## src/lsuPkg.sv

```systemverilog
// cache geometry, shared types, request/result/miss structs and the miss type enum
`default_nettype none

package lsuPkg;

    // geometry
    localparam int ADDR_W = 32;
    localparam int LINE_BYTES = 16;
    localparam int OFFSET_W = $clog2(LINE_BYTES);
    localparam int WORDS_PER_LINE = LINE_BYTES / 4;
    localparam int NUM_SETS = 16;
    localparam int INDEX_W = $clog2(NUM_SETS);
    localparam int NUM_WAYS = 4;
    localparam int WAY_W = $clog2(NUM_WAYS);
    localparam int TAG_W = ADDR_W - INDEX_W - OFFSET_W;

    typedef logic [5:0] SeqId;
    typedef logic [31:0] Word;
    typedef logic [TAG_W-1:0] Tag;
    typedef logic [INDEX_W-1:0] SetIdx;
    typedef logic [WAY_W-1:0] WayIdx;
    typedef Word [WORDS_PER_LINE-1:0] LineData;
    typedef Tag [NUM_WAYS-1:0] WayTags;
    typedef LineData [NUM_WAYS-1:0] WayLines;

    // missRegular evicts a valid victim and missNoEvict fills an empty way
    typedef enum logic {
        missRegular,
        missNoEvict
    } MissType;

    typedef struct packed {
        logic valid;
        logic [ADDR_W-1:0] addr;
        SeqId id;
    } LoadReq;

    typedef struct packed {
        logic valid;
        logic [ADDR_W-1:0] addr;
        Word data;
        logic [3:0] wmask;
        SeqId id;
    } StoreReq;

    // addr is line aligned
    typedef struct packed {
        logic valid;
        logic [ADDR_W-1:0] addr;
        LineData line;
        WayIdx way;
    } CacheFill;

    typedef struct packed {
        logic valid;
        MissType mtype;
        logic [ADDR_W-1:0] missAddr;
        logic [ADDR_W-1:0] evictAddr;
        WayIdx way;
    } CacheMiss;

    typedef struct packed {
        logic valid;
        SeqId id;
        Word data;
    } LoadResult;

    // negative ack that tells the requester to replay the load
    typedef struct packed {
        logic valid;
        SeqId id;
        logic [ADDR_W-1:0] addr;
    } LoadAck;

    typedef struct packed {
        logic valid;
        SeqId id;
        logic fail;
    } StoreAck;

    typedef struct packed {
        logic valid;
        logic isStore;
        logic [ADDR_W-1:0] addr;
        Word data;
        logic [3:0] wmask;
        SeqId id;
    } MemOp;

    typedef struct packed {
        MemOp op;
        logic hit;
        WayIdx hitWay;
        Word loadWord;
        logic victimValid;
        Tag victimTag;
    } TagCheckResult;

endpackage

`default_nettype wire

```

## src/lsuComplete.sv

```systemverilog
// third pipeline stage with load results, acks, store writes, miss reports and the victim counter
`timescale 1ns/10ps
`default_nettype none

module lsuComplete (
    input wire clk,
    input wire rst,
    input wire lsuPkg::TagCheckResult checked,
    input wire fillValid,
    input wire missReady,
    output lsuPkg::LoadResult loadResult,
    output lsuPkg::LoadAck loadAck,
    output lsuPkg::StoreAck storeAck,
    output lsuPkg::CacheMiss miss,
    output logic storeWrite,
    output lsuPkg::WayIdx storeWay,
    output logic [lsuPkg::ADDR_W-1:0] storeAddr,
    output lsuPkg::Word storeData,
    output logic [3:0] storeMask,
    output lsuPkg::WayIdx victimWay
);
    import lsuPkg::*;

    MemOp op;
    logic isLoadOp;
    logic isStoreOp;
    WayIdx victimCount;
    WayIdx victimNext;

    assign op = checked.op;
    assign isLoadOp = op.valid && !op.isStore;
    assign isStoreOp = op.valid && op.isStore;

    // a load that misses is nacked and replayed by the requester
    always_comb begin
        loadResult.valid = isLoadOp && checked.hit;
        loadResult.id = op.id;
        loadResult.data = checked.loadWord;
        loadAck.valid = isLoadOp && !checked.hit;
        loadAck.id = op.id;
        loadAck.addr = op.addr;
    end

    // the fill owns the write port in its cycle
    assign storeWrite = isStoreOp && checked.hit && !fillValid;
    assign storeWay = checked.hitWay;
    assign storeAddr = op.addr;
    assign storeData = op.data;
    assign storeMask = op.wmask;

    always_comb begin
        storeAck.valid = isStoreOp;
        storeAck.id = op.id;
        storeAck.fail = !checked.hit || fillValid;
    end

    always_comb begin
        miss.valid = op.valid && !checked.hit;
        miss.mtype = checked.victimValid ? missRegular : missNoEvict;
        miss.missAddr = op.addr;
        miss.evictAddr = {checked.victimTag, op.addr[OFFSET_W +: INDEX_W], {OFFSET_W{1'b0}}};
        miss.way = victimCount;
    end

    // only a miss the refill agent takes moves the counter
    assign victimNext = victimCount + WayIdx'(miss.valid && missReady);

    // stage 1 arrives here next cycle and sees the counter's next value
    assign victimWay = victimNext;

    always_ff @(posedge clk) begin
        if (rst) begin
            victimCount <= '0;
        end else begin
            victimCount <= victimNext;
        end
    end

endmodule

`default_nettype wire

```

## config.mk

```make
export PLATFORM = sky130hd
export DESIGN_NAME = lsuComplete
export DESIGN_NICKNAME = d
export VERILOG_FILES = /design/src/lsuPkg.sv /design/src/lsuComplete.sv
export SDC_FILE = /design/constraint.sdc
export NUM_CORES = 1
export LEC_CHECK = 0
export BUFFER_PORTS_ARGS = -buffer_cell sky130_fd_sc_hd__buf_2
export CORE_AREA = 2 2 141 143
export DETAILED_ROUTE_END_ITERATION = 10
export DIE_AREA = 0 0 143 145
export PLACE_DENSITY = 0.42
export SYNTH_ARGS = -nofsm -noshare
export SYNTH_HDL_FRONTEND = slang
export SYNTH_SLANG_ARGS = --single-unit
```

## constraint.sdc

```tcl
create_clock -name clk -period 2.4 [get_ports clk]
set_input_delay 0 -clock clk [delete_from_list [all_inputs] [get_ports clk]]
set_output_delay 0 -clock clk [all_outputs]
set_load 0.01 [all_outputs]
```

# Yosys cells after proc, flatten, opt, wreduce, memory -nomap -nowiden
# Cells that the tools add are included.
[totals] register_bits=2 in_bits=140 out_inout_bits=227
[classes] muxes=1 n_reduce_logical=12 n_addsub=1
[op_table] operator="$logic_and A1 B1 Y1" count=8
[op_table] operator="$logic_not A1 Y1" count=3
[op_table] operator="$add A2 B1 Y2" count=1
[op_table] operator="$logic_or A1 B1 Y1" count=1
[op_table] operator="$mux W1" count=1

# Longest topological paths before layout
[depth] ltp_word=4 ltp_mapped=5 mapped_depth_nobuf=5

# Worst setup path before layout
# No wires, ideal clock.
[synth_timing] path_type="register to register" from="register victimCount[0]" to="register victimCount[1]" path_slack_ps=1363 stages_incl_launch_ff=4 required_time_ps=2284 arrival_ps=921 path_buffers=0 cell_sequence="dfxtp_1 > ha_1 > xor2_1 > and2b_2"
[synth_between] elab_chain_cells=1
[synth_rtl] element="from (decl)" line="lsuComplete.sv:27" text="WayIdx victimCount;"
[synth_rtl] element="from (signal assigned)" line="lsuComplete.sv:75" text="victimCount <= victimNext;"
[synth_rtl] element="$add A2 B1 Y2" line="lsuComplete.sv:66" text="assign victimNext = victimCount + WayIdx'(miss.valid && missReady);"
[synth_rtl] element="named net victimWay[1]" line="lsuComplete.sv:20" text="output lsuPkg::WayIdx victimWay"
# The timed path passes the listed nets, and every way through them passes these cells.
# A chain may end at the register's enable or synchronous reset.

# Final worst setup path
[layout_timing] from="register victimCount[0]" to="output port victimWay[1]"
[layout_between] elab_chain_cells=1
[layout_rtl] element="$add A2 B1 Y2" line="lsuComplete.sv:66"
[layout_rtl] element="to (decl)" line="lsuComplete.sv:20"
# No other way between the ends.

==> results.toml <==
[worst_setup_path]
cp.arrival_ns = 1.05
r2r_setup_slack_ns = 1.45
worst-setup-path-type = "flop to output pin"
r2r_end = "victimCount[1]"
cp_max_fo = 2
r2r_cells = 3
crit_slowest_cell = "dfxtp_1"
crit_path_end_kind = "output pin"
cp_cell_sequence = "ha_1, xor2_1, buf_2"
critPathLaunchType = "flop"
critPathLaunch = "victimCount[0]"
max_stage_delay_ns = 0.30
reg2reg_from = "victimCount[0]"
worstPathRequired_ns = 2.40

[synth]
seq_area_frac_synth_pct = 2.27
syn_inst = 233
synth_seq_cells = 2
syn_area_mm2 = 0.00176
synth_top_area_cell = "buf_4"
synthTopCellsByArea = "buf_4, dfxtp_1, nor2b_1"
syn_avg_cell_area_um2 = 7.56
synth_top_area_share_pct = 92.5
synth.distinct_cells = 13
ys_warn_count = 0

[timing]
slew_violations = 0
finalCritPeriodShare_pct = 43.7
setup_viol = 0
setup_slack_ns = 1.35
fin_setup_tns_ns = 0
clock_skew_ns = 0.00225
rsz0062_at_grt = "false"
fin_hold_ws_ns = 0.00000337
max_freq_ghz = 0.954
hold_violations = 0
fin_crit_ns = 1.05

[place]
dp_hpwl_mm = 2.92
port_buffers = 18
gp_congestion = 0.596
place_ws_ns = 1.33

[clocking]
postCtsSetupBuffers = 0
clkSinkCount = 2
clock_path_buffers = 2
cts_max_level = 1
clkLatencyLatePin_ns = 0.22
path_clk_slew_ns = 0.03
numCtsBuffers = 3
cts_root_buf = "clkbuf_16"
cts_tree = "yes"

[power_and_ir_drop]
peakVddDrop_v = 0.000231
leakage_nw = 0.204
power.density_mw_per_mm2 = 483
p_total_mw = 0.314

[route]
post_drt_wl_per_cell_um = 11.7
dr_total_vias = 429
initialDrtViolationCount = 23
drt.antenna.violating_nets = 0
firstDrtPassIters = 2
wl_mm = 3.58
drc = 0
avgViaCountPerCell = 1.40

[global_route]
grt_pass1_wl_mm = 4.22
grt_pass1_vias = 527
overflow = 0
grt_max_degree = 5
antenna_found_initial = 0
gr-usage-all-layers_pct = 2.95

[final_layout]
drive_gt1_share_pct = 56.1
syn_to_final_growth_pct = -63.1
largest-register = "victimCount"
final_common_cell = "buf_2"
antenna_cells = 0
post-route-util_pct = 3.38
layout_common_cells = "buf_2, conb_1, nor2b_1, clkbuf_16"
fillers = 2290
largest_reg_flops = 2
nets = 184
reg_top3 = "victimCount x2"

[die]
io_pins = 367
dieArea_mm2 = 0.0207
start_util_pct = 9.17
die_w_um = 143
rows = 51
chipHeight_um = 145
fp.coreArea_mm2 = 0.0192

[outcome]
outcome = "completed"

[worst_hold_path]
worstHoldStart = "checked[25]"
holdPathEnd = "loadResult[0]"
worstHoldPathType = "input port to output pin"
hold_depth = 0

[run]
drv_cap = 0
-- cells by family (layout without fill, tap and decap cells) --
kind of cell | count (synthesis) | count (layout) | share of synthesized area, %
buf+inv | 218 | 23 | 92.8
simple gates | 10 | 10 | 3.55
flops | 2 | 2 | 2.27
fa+ha+maj | 1 | 1 | 0.711
other cells | 1 | 4 | 0.213
xor+xnor | 1 | 1 | 0.498
-- repair_timing --
action,in CTS,in global routing
hold buffers,1,0
resized for setup,0,0
hold endpoints to repair,1,0
-- report_power, final --
| group | internal, mW | switching, mW |
|---|---|---|
| clock | 0.212 | 0.0351 |
| sequential | 0.0348 | 0.000596 |
| combinational | 0.0152 | 0.0165 |
| total | 0.262 | 0.0522 |
-- worst max-delay path by stage --
stage / endpoint
floorplan: victimCount[1]
global placement: victimCount[1]
detailed placement: victimCount[1]
CTS: victimWay[1]
global route: victimWay[1]
finish: victimWay[1]
-- critical path, delay by kind of cell, from the launching register on --
| kind | cells | cell delay, ns |
|---|---|---|
| xor+xnor | 1 | 0.18 |
| buf+inv | 1 | 0.16 |
| fa+ha+maj | 1 | 0.20 |
| flops | 1 | 0.30 |
-- cell usage after synthesis --
library cell,count
conb_1,1
and2_1,2
dfxtp_1,2
buf_4,217
nor2_1,1
nor2b_1,3
inv_1,1
and2b_2,1
nand2_1,1
nor2b_2,1
ha_1,1
xor2_1,1
nand2b_1,1
-- metal layers --
layer | part of all wire [%] | global-route usage, % | up-vias
met4 | 23 | 6.49 | 0
met1 | 7.9 | 0.540 | 109
met2 | 36 | 3.44 | 138
met3 | 33 | 4.29 | 88
li1 | - | - | 94
met5 | 0 | 0 | -
-- area by class of cell --
| cell class | instances | area (um2) | share of cell area (%) |
|---|---|---|---|
| tap | 265 | 332 | 51.1 |
| inverter | 1 | 3.75 | 0.578 |
| clock buffer | 3 | 75.1 | 11.6 |
| sequential | 2 | 40.0 | 6.17 |
| timing repair buffer | 19 | 100 | 15.4 |
| multi-input combinational | 16 | 98.8 | 15.2 |
-- through the flow --
step / cell area [um2] / instances
after floorplan: 1770 / 236
after global placement: 564 / 302
after detailed placement: 564 / 302
after CTS: 649 / 306
after global routing: 649 / 306
final: 649 / 306
No activity file was read; power rests on OpenSTA's default activity.
