**src/lsuPkg.sv**
```systemverilog
// cache geometry, shared types, request/result/miss structs and the miss type enum
`default_nettype none

package lsuPkg;

    // geometry
    localparam int ADDR_W = 32;
    localparam int LINE_BYTES = 16;
    localparam int OFFSET_W = $clog2(LINE_BYTES);
    localparam int WORDS_PER_LINE = LINE_BYTES / 4;
    localparam int NUM_SETS = 16;
    localparam int INDEX_W = $clog2(NUM_SETS);
    localparam int NUM_WAYS = 4;
    localparam int WAY_W = $clog2(NUM_WAYS);
    localparam int TAG_W = ADDR_W - INDEX_W - OFFSET_W;

    typedef logic [5:0] SeqId;
    typedef logic [31:0] Word;
    typedef logic [TAG_W-1:0] Tag;
    typedef logic [INDEX_W-1:0] SetIdx;
    typedef logic [WAY_W-1:0] WayIdx;
    typedef Word [WORDS_PER_LINE-1:0] LineData;
    typedef Tag [NUM_WAYS-1:0] WayTags;
    typedef LineData [NUM_WAYS-1:0] WayLines;

    // missRegular evicts a valid victim and missNoEvict fills an empty way
    typedef enum logic {
        missRegular,
        missNoEvict
    } MissType;

    typedef struct packed {
        logic valid;
        logic [ADDR_W-1:0] addr;
        SeqId id;
    } LoadReq;

    typedef struct packed {
        logic valid;
        logic [ADDR_W-1:0] addr;
        Word data;
        logic [3:0] wmask;
        SeqId id;
    } StoreReq;

    // addr is line aligned
    typedef struct packed {
        logic valid;
        logic [ADDR_W-1:0] addr;
        LineData line;
        WayIdx way;
    } CacheFill;

    typedef struct packed {
        logic valid;
        MissType mtype;
        logic [ADDR_W-1:0] missAddr;
        logic [ADDR_W-1:0] evictAddr;
        WayIdx way;
    } CacheMiss;

    typedef struct packed {
        logic valid;
        SeqId id;
        Word data;
    } LoadResult;

    // negative ack that tells the requester to replay the load
    typedef struct packed {
        logic valid;
        SeqId id;
        logic [ADDR_W-1:0] addr;
    } LoadAck;

    typedef struct packed {
        logic valid;
        SeqId id;
        logic fail;
    } StoreAck;

    typedef struct packed {
        logic valid;
        logic isStore;
        logic [ADDR_W-1:0] addr;
        Word data;
        logic [3:0] wmask;
        SeqId id;
    } MemOp;

    typedef struct packed {
        MemOp op;
        logic hit;
        WayIdx hitWay;
        Word loadWord;
        logic victimValid;
        Tag victimTag;
    } TagCheckResult;

endpackage

`default_nettype wire

```
**src/lsuTagCheck.sv**
```systemverilog
// second pipeline stage with tag compare, hit way encoding, word select and victim lookup
`timescale 1ns/10ps
`default_nettype none

module lsuTagCheck (
    input wire clk,
    input wire rst,
    input wire lsuPkg::MemOp op,
    input wire lsuPkg::WayTags tags,
    input wire [lsuPkg::NUM_WAYS-1:0] valids,
    input wire lsuPkg::WayLines line,
    input wire lsuPkg::WayIdx victimWay,
    output lsuPkg::TagCheckResult result
);
    import lsuPkg::*;

    Tag opTag;
    logic [NUM_WAYS-1:0] hitOneHot;
    WayIdx hitWay;
    TagCheckResult checkNext;

    assign opTag = op.addr[ADDR_W-1 -: TAG_W];

    always_comb begin
        for (int w = 0; w < NUM_WAYS; w++) begin
            hitOneHot[w] = valids[w] && (tags[w] == opTag);
        end
    end

    // one-hot to index
    // the lowest way wins if the same line ever sits in two ways
    always_comb begin
        hitWay = '0;
        for (int w = NUM_WAYS - 1; w >= 0; w--) begin
            if (hitOneHot[w]) begin
                hitWay = WayIdx'(w);
            end
        end
    end

    always_comb begin
        checkNext.op = op;
        checkNext.hit = |hitOneHot;
        checkNext.hitWay = hitWay;
        // address bits 3 and 2 pick the word
        checkNext.loadWord = line[hitWay][op.addr[OFFSET_W-1:2]];
        checkNext.victimValid = valids[victimWay];
        checkNext.victimTag = tags[victimWay];
    end

    always_ff @(posedge clk) begin
        result <= checkNext;
        if (rst) begin
            result.op.valid <= 1'b0;
        end
    end

endmodule

`default_nettype wire

```
**config.mk**
```make
export PLATFORM = sky130hd
export DESIGN_NAME = lsuTagCheck
export DESIGN_NICKNAME = d
export VERILOG_FILES = /design/src/lsuPkg.sv /design/src/lsuTagCheck.sv
export SDC_FILE = /design/constraint.sdc
export NUM_CORES = 1
export LEC_CHECK = 0
export ABC_AREA = 1
export BUFFER_PORTS_ARGS = -buffer_cell sky130_fd_sc_hd__buf_2
export CAP_MARGIN = 5
export CORE_AREA = 5 5 320 322
export DETAILED_ROUTE_END_ITERATION = 7
export DIE_AREA = 0 0 325 327
export GPL_TIMING_DRIVEN = 0
export MAX_ROUTING_LAYER = met4
export PLACE_DENSITY = 0.3
export SYNTH_ARGS = -nofsm -noshare
export SYNTH_HDL_FRONTEND = slang
export SYNTH_SLANG_ARGS = --single-unit
```
**constraint.sdc**
```tcl
create_clock -name clk -period 2.8 [get_ports clk]
set_input_delay 0.42 -clock clk [delete_from_list [all_inputs] [get_ports clk]]
set_output_delay 0.42 -clock clk [all_outputs]
set_load 0.01 [all_outputs]
```
* Yosys cells after proc, flatten, opt, wreduce, memory -nomap -nowiden
Index checks and enable logic that the tools add are counted.
Word-level totals: register bits after elaboration 136, bits in latches 0, RAM bits 0, memory bits (read-only) 0, input bits 692, word-level logic and storage cells 35, memories 0
Cells by class: add/subtract/negate cells 0, $mul 0, div/mod/pow operators 0, $lt $le $gt $ge 3, eq/ne operators 4, shift operators 0, muxes and demuxes 12, bitwise gates (word level) 0, reductions and logical operators 5
Operator list (number):
- binary-select mux 128 bit (select 2 bit) | 1
- 2-to-1 mux 128 bit | 1
- equality test 24 bit | 4
- binary-select mux 32 bit (select 2 bit) | 1
- binary-select mux 24 bit (select 2 bit) | 1
- 2-to-1 mux 32 bit | 1
- 2-to-1 mux 24 bit | 1
- < comparator 2 x 3 -> 1 bit (second input constant) | 3
- 2-to-1 mux 2 bit | 4
- logical AND 1 bit | 4
- OR reduction 4 bit | 1
- binary-select mux 1 bit (select 2 bit) | 1
- 2-to-1 mux 1 bit | 1

* Logic depth before layout (Yosys ltp)
depth after elaboration 10, gate-level depth with buffers 19

* Worst setup path before layout
OpenSTA, ideal clock, no wires.
path kind input to register, from input op[70] (netlist name), to register result[46] (netlist name), library setup time 114 ps, arrival 1914 ps, required time 2686 ps, slack 772 ps, cell stages on the path 18, path buffers 3, cells stage by stage buf_2 > inv_1 > nand2_1 > nand2_1 > nor2_1 > nand2_1 > nor2_1 > nand2_1 > nor2_1 > nand2_1 > nand2_2 > buf_2 > buf_2 > nand3_1 > nand3_1 > nand3_1 > nand3_1 > nand2_1
RTL lines:
- from (decl) | line lsuTagCheck.sv:8 | input wire lsuPkg::MemOp op,
- to (signal assigned) | line lsuTagCheck.sv:52 | result <= checkNext;
- to (decl) | line lsuTagCheck.sv:13 | output lsuPkg::TagCheckResult result

==> impl_results.md <==
- Nets@finish: 3,882
- Number of global-route vias before repair: between 15k and 20k
- Core area: about 99,000 sq um
- Setup violations, final: 0
- Dpl hpwl: slightly below 100 mm
- Mapped cell area: 12,600 sq um
- DR vias: 18.6k
- Placed insts: 4,417
- Synth Register Bits: approximately 140
- Synth cell types: 29
- Synth Instances: 2,292
- Run status: finished, final reports clean
- CTS tree: yes
- Largest net degree at the start of global routing: 18
- Drt wl/cell: between 20 and 25 um
- Port Buffer Count: approximately 830
- Area after DPL: about 18,000 sq um
- Pre-antenna DRT Iters: 5
- Commonest non-fill, non-tap cell in the layout: buf_2
- First-pass GRT wire length: ~150 mm
- Worst slew pin tran: roughly 1.2 ns
- TNS Setup: 0 ns
- Max FFs per register: between 100 and 150
- Initial antenna violation count: 52
- Leak pwr: 11.4 nW
- Hold Path Depth: 1
- CP arrival: between 3 and 4 ns
- Cell Rows: 116
- Yosys warns: 0
- Most frequent cells in the layout: buf_2, nand3_1, nand2_1
- CTS Buffer Depth: 2
- Net Sw Power: around 2.5 mW
- Worst hold path type: input pin to flop
- Fin crit share: 0.967
- Final Cell Area: ~20,000 sq um
- Die area: 106,000 sq um
- H-Tree Depth: 4
- CTS clock-pin slew for the worst setup and hold paths: roughly 0.070 ns
- Crit Path Max Fanout: 10
- Worst setup margin: about 0.092 ns
- GRT Total Usage: 0.208
- Share of cells above drive strength 1: 0.316
- Worst Setup End Kind: flop
- Final Util: 0.201
- Kind of critical path: input pin to flop
- Final Hold Slack: ~0.063 ns
- Initial DRC count: roughly 1.5k
- Root Buffer: clkbuf_16
- Placer Congestion: 0.906
- Total congestion overflow: 0
- Worst EP required: 3.24 ns
- Tot Pwr: 6.65 mW
- Fin cells: 4,543
- Power Density: roughly 330 nW/um^2
- Synth-to-layout area growth: 58.5%
- Post-route ant nets: 0
- Mapped Nets: 2,984
- Die X: between 300 and 400 um
- Vias per cell: ~4.1
- Final slew viol count: 0
- Cell-internal power: around 4.2 mW
- Top flop regs: result: 136 flops
- Die Y: about 330 um
- Avg Inst Size Synth: 5.50 sq um
- Switch share: 0.370
- # fillers: about 12k
- Clock power share: 0.379
- Starting Density: 0.127
- Comb pwr share: 0.302
- Sink Count: between 100 and 150
- RSZ-0062 raised after global routing: yes
- # DRC: 0
- Final worst path period need: about 2.7 ns
- Pre-CTS setup slack: -1.25 ns
- CP startpoint kind: input pin
- Hold Vio Cnt, Final: 0
- Final wirelength: about 110 mm
- # IOs: between 800 and 900
- Biggest register: result
- Slew margin rel.: 0.213
- Part of the power in registers: 0.319
- Post-synthesis sequential area ratio: 0.216
- TritonCTS Buffers: 17
- Max cap viols: 0
- Fmax: 369 MHz
- Peak VDD IR: 0.326 mV
## cells in the mapped netlist
master,number,share of area
a21boi_1,2,0.0012
a21oi_1,34,0.013
a31oi_1,1,0.00050
and3_1,1,0.00050
buf_1,6,0.0018
buf_2,89,0.035
buf_4,5,0.0030
clkbuf_1,47,0.014
clkbuf_2,1,0.00040
clkinv_1,2,0.00060
dfxtp_1,136,0.22
inv_1,464,0.14
inv_2,16,0.0048
nand2_1,508,0.15
nand2_2,3,0.0015
nand3_1,597,0.24
nand3b_1,133,0.079
nand4_1,28,0.014
nor2_1,103,0.031
nor2b_1,1,0.00050
nor3_1,12,0.0048
nor3b_1,2,0.0012
o21ai_0,49,0.019
o22ai_1,15,0.0074
or2_0,1,0.00050
or2_1,5,0.0025
or2_2,2,0.00099
xnor2_1,15,0.010
xor2_1,14,0.0097
## routing by layer
| metal | GRT usage | wire, um | vias to the layer above |
|---|---|---|---|
| li1 | - | - | 9069 |
| met1 | 0.270 | 51100 | 8753 |
| met2 | 0.323 | 51400 | 704 |
| met3 | 0.0451 | 7020 | 102 |
| met4 | 0.0670 | 2660 | 0 |
| met5 | - | 0 | - |
## cells by family after synthesis
family                 after synthesis  share of synthesized area
AO/OA/AOI/OAI                      101                     0.0421
XOR/XNOR                            29                     0.0201
buffers and inverters              630                      0.198
flip-flops                         136                      0.216
AND/OR/NAND/NOR                   1396                      0.524
## power by group through the flow
stage	combinational, mW	sequential, mW	clock, mW
floorplan	0.680	2.23	0
global placement	1.94	2.16	0
detailed placement	1.93	2.16	0
CTS	2.01	2.12	2.66
global route	2.20	2.13	2.71
finish	2.01	2.12	2.52
## worst paths after layout
kind | startpoint | to | slack, ns
min | op[70] | result[130] | 0.06
max | op[60] | result[29] | 0.09
## final cells by class
cell class | instances | area [sq um] | area share
clock inverters | 15 | 200 | 0.0100
well taps | 1298 | 1620 | 0.0812
diodes | 42 | 105 | 0.00526
multi-input cells | 1526 | 7590 | 0.380
clock buffers | 17 | 425 | 0.0213
plain buffers | 148 | 850 | 0.0425
repair buffers | 879 | 4670 | 0.234
flip-flops and latches | 136 | 2720 | 0.136
inverters | 482 | 1810 | 0.0905
## timing repair
action	CTS	global route
endpoints found under the setup margin	32	32
endpoints found under the hold margin	50	0
hold buffers	50	0
setup buffers	0	2
pin swaps	0	1
resized for setup	41	63
## critical path, stage by stage
cell      delay [ns]
buf_2           0.15
xnor2_1         0.46
nand4_1         0.22
nand3b_1        0.23
nor2_2          0.21
nor2_1          0.10
nand2_1         0.13
buf_6           0.24
buf_2           0.44
nand3_1         0.24
nand3_1         0.13
nand3_1         0.08
nand2_1         0.07
No activity file was read; power rests on OpenSTA's default activity.
